$ cat src/mips_pkg.sv
`default_nettype none

package mips_pkg;

    localparam int XLEN       = 32;
    localparam int IMEM_DEPTH = 64;
    localparam int DMEM_DEPTH = 64;
    localparam int MEM_AW     = 6;   // word address, byte bits 7:2

    // primary opcode field, instr[31:26]
    typedef enum logic [5:0] {
        OP_RTYPE = 6'h00,
        OP_J     = 6'h02,
        OP_BEQ   = 6'h04,
        OP_ADDI  = 6'h08,
        OP_LW    = 6'h23,
        OP_SW    = 6'h2b
    } opcode_e;

    // R-type funct field, instr[5:0]
    typedef enum logic [5:0] {
        FN_ADD = 6'h20,
        FN_SUB = 6'h22,
        FN_AND = 6'h24,
        FN_OR  = 6'h25,
        FN_SLT = 6'h2a
    } funct_e;

    // classic ALU control encoding
    typedef enum logic [2:0] {
        ALU_AND = 3'b000,
        ALU_OR  = 3'b001,
        ALU_ADD = 3'b010,
        ALU_SUB = 3'b110,
        ALU_SLT = 3'b111
    } alu_op_e;

    typedef struct packed {
        logic    reg_dst;     // 1: rd, 0: rt
        logic    alu_src;     // 1: immediate operand
        logic    mem_to_reg;  // 1: write back load data
        logic    reg_write;
        logic    mem_write;
        logic    branch;
        logic    jump;
        alu_op_e alu_op;
    } ctrl_t;

    // everything off, used for illegal encodings
    localparam ctrl_t CTRL_NOP = '{
        reg_dst:    1'b0,
        alu_src:    1'b0,
        mem_to_reg: 1'b0,
        reg_write:  1'b0,
        mem_write:  1'b0,
        branch:     1'b0,
        jump:       1'b0,
        alu_op:     ALU_ADD
    };

    typedef struct packed {
        logic              we;
        logic [MEM_AW-1:0] addr;
        logic [XLEN-1:0]   data;
    } imem_load_t;

    typedef struct packed {
        logic            valid;
        logic [4:0]      rd;
        logic [XLEN-1:0] data;
    } wb_t;

    typedef struct packed {
        logic              valid;
        logic [MEM_AW-1:0] addr;
        logic [XLEN-1:0]   data;
    } mem_wr_t;

endpackage

`default_nettype wire
$ cat src/control_unit.sv
`timescale 1ns/1ns
`default_nettype none

module control_unit import mips_pkg::*; (
    input  logic [XLEN-1:0] instr,
    output ctrl_t           ctrl,
    output logic            illegal
);

    opcode_e opcode;
    funct_e  funct;

    assign opcode = opcode_e'(instr[31:26]);
    assign funct  = funct_e'(instr[5:0]);

    always_comb begin
        ctrl    = CTRL_NOP;
        illegal = 1'b0;
        case (opcode)
            OP_RTYPE: begin
                ctrl.reg_dst   = 1'b1;
                ctrl.reg_write = 1'b1;
                case (funct)
                    FN_ADD: ctrl.alu_op = ALU_ADD;
                    FN_SUB: ctrl.alu_op = ALU_SUB;
                    FN_AND: ctrl.alu_op = ALU_AND;
                    FN_OR:  ctrl.alu_op = ALU_OR;
                    FN_SLT: ctrl.alu_op = ALU_SLT;
                    default: begin  // unknown funct retires as a no-op
                        ctrl    = CTRL_NOP;
                        illegal = 1'b1;
                    end
                endcase
            end
            OP_ADDI: begin
                ctrl.alu_src   = 1'b1;
                ctrl.reg_write = 1'b1;
            end
            OP_LW: begin
                ctrl.alu_src    = 1'b1;
                ctrl.mem_to_reg = 1'b1;
                ctrl.reg_write  = 1'b1;
            end
            OP_SW: begin
                ctrl.alu_src   = 1'b1;
                ctrl.mem_write = 1'b1;
            end
            OP_BEQ: begin
                ctrl.branch = 1'b1;
                ctrl.alu_op = ALU_SUB;  // zero flag gives equality
            end
            OP_J: begin
                ctrl.jump = 1'b1;
            end
            default: begin
                illegal = 1'b1;
            end
        endcase
    end

endmodule

`default_nettype wire

$ cat config.mk
export PLATFORM = sky130hd
export DESIGN_NAME = control_unit
export DESIGN_NICKNAME = d
export VERILOG_FILES = /design/src/mips_pkg.sv /design/src/control_unit.sv
export SDC_FILE = /design/constraint.sdc
export NUM_CORES = 1
export LEC_CHECK = 0
export BUFFER_PORTS_ARGS = -buffer_cell sky130_fd_sc_hd__clkbuf_2
export CORE_AREA = 2 2 39 41
export DETAILED_ROUTE_END_ITERATION = 10
export DIE_AREA = 0 0 41 43
export PLACE_DENSITY = 0.61
export RECOVER_POWER = 25
export SLEW_MARGIN = 15
export SYNTH_ARGS = -nofsm -noshare
export SYNTH_HDL_FRONTEND = slang
export SYNTH_SLANG_ARGS = --single-unit
$ cat constraint.sdc
create_clock -name vclk -period 1.7
set_input_delay 0 -clock vclk [all_inputs]
set_output_delay 0 -clock vclk [all_outputs]
set_load 0.1 [all_outputs]
== Yosys cells after proc, flatten, opt, wreduce, memory -nomap -nowiden ==
Index checks and enable logic that the tools add are counted.

* Add/subtract/negate cells: 0
* Multipliers: 0
* Divide/modulo/power cells: 0
* Magnitude comparators: 0
* Equality and inequality tests: 10
* Shifts and indexed selects: 0
* Mux-type cells: 12
* Bitwise operators: 0
* Reduce and logical (&&, ||, !) cells: 5

{| class="wikitable"
|+ Operator list
! cell !! count
|-
| == test 6 bit, second input constant || 7
|-
| one-hot mux 1 bit (2 select lines) || 7
|-
| one-hot mux 3 bit (4 select lines) || 1
|-
| OR reduction 5 bit || 2
|-
| two-way mux 7 bit || 1
|-
| == test 6 x 2 -> 1 bit, second input constant || 1
|-
| == test 6 x 3 -> 1 bit, second input constant || 1
|-
| == test 6 x 4 -> 1 bit, second input constant || 1
|-
| zero test 6 bit || 1
|-
| one-hot mux 3 bit (2 select lines) || 1
|-
| OR reduction 3 bit || 1
|-
| two-way mux 1 bit || 2
|-
| OR reduction 2 bit || 1
|}

* Register bits: 0
* Latch bits: 0
* Memory bits (writable): 0
* Memory bits (read-only): 0
* Bits of input ports: 32
* Output and inout bits: 11
* Logic and storage cells: 27
* Memories: 0

== Longest topological paths before layout ==
Gate-level depths: netlist of the first run.

* Depth after elaboration: 4
* Depth in mapped cells: 4
* Gate-level depth less buffers: 3

== Least setup slack after synthesis of the first run ==
No wires, ideal clock.

* Path type: input to output
* Start point: input port instr[29]
* End point: output port ctrl[6] (netlist bit)
* Data arrival time: 4067 ps
* Data required time: 1700 ps
* Path slack: -2367 ps
* Stages on the path: 3
* Buffers on the path: 1
* Path through: buf_6 -> nor4_1 -> o21bai_1

{| class="wikitable"
|+ RTL lines
! item !! RTL line !! text
|-
| from (decl) || control_unit.sv:5 || <nowiki>input logic [XLEN-1:0] instr,</nowiki>
|-
| to (decl) || control_unit.sv:6 || <nowiki>output ctrl_t ctrl,</nowiki>
|}

== Worst setup path after layout of the first run ==
* Start point: input port instr[27]
* End point: output port illegal

* Longest elaborated chain between the ends: 3
* Elaborated cells between the ends (all ways): 8
* Classes of those cells: 5 x eq/ne; 1 x mux; 2 x reduce/logical

{| class="wikitable"
|+ Ends and longest elaborated chain
! item !! RTL line !! text
|-
| == test 6 x 3 -> 1 bit (tied with other cells) || control_unit.sv:19 || <nowiki>case (opcode)</nowiki>
|-
| OR reduction 5 bit (no source line) || - ||
|-
| one-hot mux 1 bit (2 select lines) * || control_unit.sv:19 ||
|-
| to (decl) || control_unit.sv:7 || <nowiki>output logic illegal</nowiki>
|}

Every way passes the cells marked *; elsewhere a longest branch is shown, timed or not.

==> results.py, run 1 <==
metrics = {
    "sta": {
        "finalHoldViolCount": 0,
        "rsz0062_at_grt": "false",
        "max_freq_ghz": 0.704,
        "final_max_slew_viol_count": 0,
        "tightest_slew_ns": 0.543,
        "setup_viol_count_final": 0,
        "holdWs_ns": 0.392,
        "fin_crit_ns": 1.42,
        "maxSlewHeadroom_pct": 63.9,
        "min_period_over_period_pct": 83.6,
    },
    "synth": {
        "synth_top_family_by_area": "simple AND/OR/NAND/NOR gates",
        "syn-mean-instance-area_um2": 6.84,
        "synthAdderAreaFrac_pct": 5.14,
        "syn-num-nets": 64,
        "ys_seq_area_share_pct": 0,
        "synth-compound-area-share_pct": 25.7,
        "netlist_area_um2": 219,
        "synthSimpleGateAreaFrac_pct": 59.4,
        "yosys_warnings": 0,
        "syn-instance-count": 32,
        "synth_xor_xnor_area_share_pct": 0,
        "synth.area.mux_share_pct": 4.57,
        "ys_types": 21,
    },
    "detailed_routing": {
        "viasPerCell": 4.89,
        "drt_iter0_drc": 2,
        "wl_per_cell_um": 10.7,
        "wirelength_um": 763,
        "dr_total_vias": 347,
        "route.detailed.drc": 0,
        "ant_nets": 0,
        "first_pass_iters": 3,
    },
    "floorplan": {
        "chipHeight_um": 43,
        "ioPinCount": 43,
        "dieWidth_um": 41,
        "die_area_um2": 1760,
        "core_area_um2": 1380,
        "initial_utilization_pct": 15.8,
        "rows": 14,
    },
    "setup_path": {
        "critical_path_class": "in2out",
        "crit_arrival_ns": 1.42,
        "worstPathRequired_ns": 1.70,
        "path_max_fanout": 7,
        "start_kind": "primary input",
        "end_kind": "output pin",
    },
    "finish": {
        "diodes": 0,
        "layout_commonest_cell": "clkbuf_2",
        "design.seq.count": 0,
        "regArea_um2": 0,
        "drive_above_1_share_pct": 58.2,
        "nClkBuffers": 0,
        "fin_nets": 89,
        "fin_area_um2": 425,
        "final_util_pct": 30.7,
        "final_cell_mix": "clkbuf_2 (19), nor2_1 (4), buf_12 (3)",
        "area_growth_syn_to_layout_pct": 94.3,
    },
    "grt": {
        "grt_pass1_wl_um": 1200,
        "grt-ovfl-total": 0,
        "track_usage_pct": 8.89,
        "grt_max_degree": 8,
        "antenna_found_initial": 0,
        "grt_pass1_vias": 310,
    },
    "power_and_ir_drop": {
        "power.density_nw_per_um2": 203,
        "peakVddDrop_mv": 0.0732,
        "power_mw": 0.0865,
        "leakage_nw": 0.180,
    },
    "clock_tree": {
        "postCtsSetupRepairBufs": 0,
        "post_cts_resized": 0,
        "ctsHoldBuffers": 0,
    },
    "worst_hold_path": {
        "hold_class": "in2out",
    },
    "place": {
        "numPortBuffers": 23,
        "place.gp.congestion": 0.649,
        "dp.final_hpwl_um": 652,
        "dpl_cell_area_um2": 444,
    },
    "flow_run": {
        "drv_cap": 0,
    },
    "status": {
        "status": "complete, no violations",
    },
}
-- kinds of logic after synthesis --
family | Yosys count
simple gates | 22
compound gates | 7
mux | 1
fa+ha+maj | 1
buf+inv | 1
-- critical path, cell delays in order --
cell,delay [ns]
clkbuf_2,0.13
maj3_2,0.31
o32a_1,0.28
a311o_1,0.32
clkbuf_2,0.37
-- layer usage --
layer	global-route usage, %	share of wire, %	vias to the layer above
met2	15.3	44	17
met1	12.7	47	151
met4	0	0	0
li1	-	-	179
met5	0	0	-
met3	0	8.7	0
-- area by class of cell --
| class | count | area, um^2 |
|---|---|---|
| fill | 151 | 958 |
| multi-input combinational | 31 | 239 |
| timing repair buffer | 24 | 166 |
| tap | 16 | 20.0 |
-- path summary, 6_finish.rpt --
path | startpoint | endpoint | slack (ns) | depth (start not counted)
max | instr[27] | illegal | 0.28 | 5
min | instr[30] | ctrl[2] | 0.39 | 3
-- where the power goes --
part           switching (mW)  internal (mW)
sequential                  0              0
clock                       0              0
combinational          0.0576         0.0289
-- cell usage after synthesis, types with 2 or more instances --
library cell  n  area share [%]
a31oi_1       2             5.7
nand2_1       2             3.4
nand3_1       2             4.6
nand3b_1      2             6.9
nor2_1        5             8.6
nor3b_1       3              10
nor4_1        2             5.7
-- metrics by stage --
stage	TNS, ns	std cells	worst slack, ns
after floorplan	-0.631	32	-0.254
after global placement	0	71	0.283
after detailed placement	0	71	0.274
after CTS	0	71	0.273
after global routing	0	71	0.234
final	0	71	0.280
(Power assumes the default switching activity.)
==> run 2, diff against run 1 <==
--- a/config.mk
+++ b/config.mk
@@ -9,7 +9,7 @@
 export CORE_AREA = 2 2 39 41
 export DETAILED_ROUTE_END_ITERATION = 10
 export DIE_AREA = 0 0 41 43
-export PLACE_DENSITY = 0.61
+export PLACE_DENSITY = 0.63
 export RECOVER_POWER = 25
 export SLEW_MARGIN = 15
 export SYNTH_ARGS = -nofsm -noshare
==> constraint.sdc (replaced) <==
create_clock -name vclk -period 1.3
set_input_delay 0 -clock vclk [all_inputs]
set_output_delay 0 -clock vclk [all_outputs]
set_load 0.1 [all_outputs]
==> results.py, run 2 (same netlist as run 1, synthesis figures left out) <==
metrics = {
    "flow_run": {
        "drv_cap": 0,
    },
    "sta": {
        "rsz0062_at_grt": "false",
        "max_freq_ghz": 0.802,
        "fin_crit_ns": 1.25,
        "min_period_over_period_pct": 96.0,
        "maxSlewHeadroom_pct": 77.8,
        "final_max_slew_viol_count": 0,
        "setup_slack_ns": 0.0526,
        "setup_viol_count_final": 0,
        "holdWs_ns": 0.441,
        "tightest_slew_ns": 0.330,
        "finalHoldViolCount": 0,
    },
    "finish": {
        "final_cell_mix": "clkbuf_2 (12), buf_12 (10), buf_4 (7)",
        "drive_above_1_share_pct": 69.4,
        "diodes": 0,
        "stdcell_count": 78,
        "nClkBuffers": 0,
        "design.seq.count": 0,
        "regArea_um2": 0,
        "layout_commonest_cell": "clkbuf_2",
        "fin_nets": 96,
        "fin_area_um2": 636,
        "area_growth_syn_to_layout_pct": 190,
    },
    "floorplan": {
        "initial_utilization_pct": 15.8,
        "rows": 14,
        "core_area_um2": 1380,
        "dieWidth_um": 41,
        "ioPinCount": 43,
        "die_area_um2": 1760,
        "chipHeight_um": 43,
    },
    "setup_path": {
        "worstPathRequired_ns": 1.30,
        "path_max_fanout": 6,
        "crit_arrival_ns": 1.25,
        "critical_path_class": "in2out",
        "slowest_stage": "or4_4",
        "crit_path_max_incr_delay_ns": 0.55,
        "start_kind": "primary input",
        "cp_cell_sequence": "clkbuf_2 -> buf_4 -> or4_4 -> nor3b_4 -> buf_12",
        "end_kind": "output pin",
    },
    "detailed_routing": {
        "ant_nets": 0,
        "route.detailed.drc": 0,
        "first_pass_iters": 3,
        "wl_per_cell_um": 11.9,
        "drt_iter0_drc": 5,
        "dr_total_vias": 378,
        "wirelength_um": 925,
        "viasPerCell": 4.85,
    },
    "place": {
        "pre_cts_slack_ns": 0.0146,
        "dp.cells": 78,
        "numPortBuffers": 23,
        "place.gp.congestion": 0.832,
        "dpl_cell_area_um2": 646,
        "dp.final_hpwl_um": 816,
    },
    "grt": {
        "grt-ovfl-total": 0,
        "grt_max_degree": 8,
        "antenna_found_initial": 0,
        "use_met3_pct": 0.524,
        "grt_pass1_wl_um": 1420,
        "grt_pass1_vias": 346,
        "met2_usage_pct": 18.4,
        "met1_usage_pct": 15.6,
        "track_usage_pct": 10.9,
        "busiest_layer": "met2",
    },
    "status": {
        "status": "complete, no violations",
    },
    "clock_tree": {
        "postCtsSetupRepairBufs": 0,
        "ctsHoldBuffers": 0,
    },
    "power_and_ir_drop": {
        "power.density_nw_per_um2": 242,
        "peakVddDrop_mv": 0.0924,
        "leakage_nw": 0.259,
    },
    "worst_hold_path": {
        "hold_class": "in2out",
    },
}
[run 2: path summary, 6_finish.rpt]
path                   from       to  cells past startpoint
setup / recovery  instr[27]  ctrl[4]                      5
hold / removal    instr[30]  ctrl[2]                      3
[run 2: timing repair]
item | CTS | global route
resized for setup | 0 | 1
hold endpoints to repair | 0 | 0
endpoints found under the setup margin | 0 | 2
[run 2: power by group]
group / internal (mW) / leakage [nW] / switching, mW / total [mW]
sequential: 0 / 0 / 0 / 0
clock: 0 / 0 / 0 / 0
combinational: 0.0633 / 0.259 / 0.0906 / 0.154
[run 2: per-layer routing]
| metal | up-vias | part of all wire (%) |
|---|---|---|
| met5 | - | 0 |
| met4 | 0 | 0 |
| met3 | 0 | 4.6 |
| met2 | 9 | 53 |
| met1 | 179 | 43 |
| li1 | 190 | - |
[run 2: area by class of cell]
cell class	count	area, um^2
Fill cell	132	748
Multi-Input combinational cell	31	292
Tap cell	16	20.0
Timing Repair Buffer	31	324
[run 2: critical path, delay by kind of cell]
| kind | cells | cell delay, ns |
|---|---|---|
| AND/OR/NAND/NOR | 2 | 0.78 |
| buffers and inverters | 3 | 0.48 |
[run 2: metrics by stage]
| stage | utilization, % | total power [mW] | TNS [ns] |
|---|---|---|---|
| finish | 45.9 | 0.154 | 0 |
| global placement | 46.7 | 0.150 | 0 |
| detailed placement | 46.7 | 0.153 | 0 |
| global route | 45.9 | 0.163 | 0 |
| CTS | 46.7 | 0.153 | 0 |
| floorplan | - | 0.0821 | -1.00 |
==> run 3, diff against run 2 <==
--- a/config.mk
+++ b/config.mk
@@ -10,7 +10,6 @@
 export DETAILED_ROUTE_END_ITERATION = 10
 export DIE_AREA = 0 0 41 43
 export PLACE_DENSITY = 0.63
-export RECOVER_POWER = 25
 export SLEW_MARGIN = 15
 export SYNTH_ARGS = -nofsm -noshare
 export SYNTH_HDL_FRONTEND = slang
==> results.py, run 3 (same netlist as run 1, synthesis figures left out) <==
metrics = {
    "place": {
        "place.gp.congestion": 0.832,
        "dpl_cell_area_um2": 646,
        "numPortBuffers": 23,
        "dp.final_hpwl_um": 816,
    },
    "setup_path": {
        "worstPathRequired_ns": 1.30,
        "crit_arrival_ns": 1.25,
        "cp_cell_sequence": "clkbuf_2 -> buf_4 -> or4_4 -> nor3b_4 -> buf_12",
        "start_kind": "primary input",
        "end_kind": "output pin",
        "path_max_fanout": 6,
        "slowest_stage": "or4_4",
        "startpoint": "instr[27]",
        "crit_path_max_incr_delay_ns": 0.55,
        "critical_path_class": "in2out",
    },
    "finish": {
        "design.seq.count": 0,
        "multi_input_area_um2": 292,
        "area_growth_syn_to_layout_pct": 198,
        "n_fill_cell": 129,
        "nClkBuffers": 0,
        "diodes": 0,
        "final_util_pct": 47.1,
        "drive_above_1_share_pct": 71.0,
        "fin_area_um2": 652,
        "final_cell_mix": "clkbuf_2 (12), buf_12 (11), buf_4 (8)",
        "layout_commonest_cell": "clkbuf_2",
        "fin_nets": 96,
        "regArea_um2": 0,
    },
    "grt": {
        "track_usage_pct": 10.9,
        "grt_pass1_wl_um": 1420,
        "grt_pass1_vias": 346,
        "grt_max_degree": 8,
        "antenna_found_initial": 0,
        "grt-ovfl-total": 0,
    },
    "detailed_routing": {
        "drt_iter0_drc": 5,
        "wirelength_um": 926,
        "ant_nets": 0,
        "first_pass_iters": 3,
        "dr_total_vias": 378,
        "route.detailed.drc": 0,
        "viasPerCell": 4.85,
        "wl_per_cell_um": 11.9,
    },
    "power_and_ir_drop": {
        "leakage_nw": 0.267,
        "p_int_mw": 0.0644,
        "peakVddDrop_mv": 0.0932,
        "seq_power_share_pct": 0,
        "p_switching_mw": 0.0908,
        "power.density_nw_per_um2": 238,
        "p_comb_share_pct": 100.0,
        "p_clk_share_pct": 0,
        "p_sw_share_pct": 58.5,
    },
    "clock_tree": {
        "postCtsSetupRepairBufs": 0,
    },
    "worst_hold_path": {
        "hold_depth": 3,
        "hp-start": "instr[30]",
        "hold_class": "in2out",
    },
    "sta": {
        "rsz0062_at_grt": "false",
        "tns_ns": 0,
        "maxSlewHeadroom_pct": 77.8,
        "holdWs_ns": 0.441,
        "fin_crit_ns": 1.25,
        "tightest_slew_ns": 0.330,
        "finalHoldViolCount": 0,
        "max_freq_ghz": 0.802,
        "final_max_slew_viol_count": 0,
        "min_period_over_period_pct": 96.0,
        "setup_viol_count_final": 0,
    },
    "floorplan": {
        "initial_utilization_pct": 15.8,
        "die_area_um2": 1760,
        "rows": 14,
        "chipHeight_um": 43,
        "ioPinCount": 43,
        "dieWidth_um": 41,
        "core_area_um2": 1380,
    },
    "status": {
        "status": "complete, no violations",
    },
    "flow_run": {
        "drv_cap": 0,
    },
}
[run 3: timing repair]
item	CTS	global route
hold buffers	0	0
hold endpoints to repair	0	0
gates resized for setup	0	1
endpoints found under the setup margin	0	2
[run 3: worst paths after layout]
check / endpoint / slack (ns)
worst max-delay path: ctrl[4] / 0.05
worst min-delay path: ctrl[2] / 0.44
[run 3: routing by layer]
metal  global-route usage [%]  vias to the layer above  share of wire [%]
li1                         -                      190                  -
met1                     15.6                      179                 42
met2                     18.4                        9                 53
met3                    0.524                        0                4.6
met4                        0                        0                  0
met5                        0                        -                  0
[run 3: per-stage QoR]
step / cells / total power, mW / worst slack (ns)
after floorplan: 32 / 0.0821 / -0.435
after CTS: 78 / 0.153 / 0.0147
final: 78 / 0.155 / 0.0526
after global routing: 78 / 0.164 / 0.0198
after detailed placement: 78 / 0.153 / 0.0146
after global placement: 78 / 0.150 / 0.0349
[run 3: power by group through the flow]
stage	Clock, mW	Combinational (mW)	Sequential [mW]
4_1_cts	0	0.153	0
2_1_floorplan	0	0.0821	0
3_5_place_dp	0	0.153	0
6_report	0	0.155	0
5_1_grt	0	0.164	0
3_3_place_gp	0	0.150	0
[run 3: worst max-delay path: cells and delay by family]
family / cells / cell delay, ns
buffers and inverters: 3 / 0.48
and+or+nand+nor: 2 / 0.78
[run 3: final cells by class]
| type | instances | area share, % |
|---|---|---|
| timing repair buffer | 31 | 52.2 |
| multi-input combinational | 31 | 44.7 |
| tap | 16 | 3.07 |
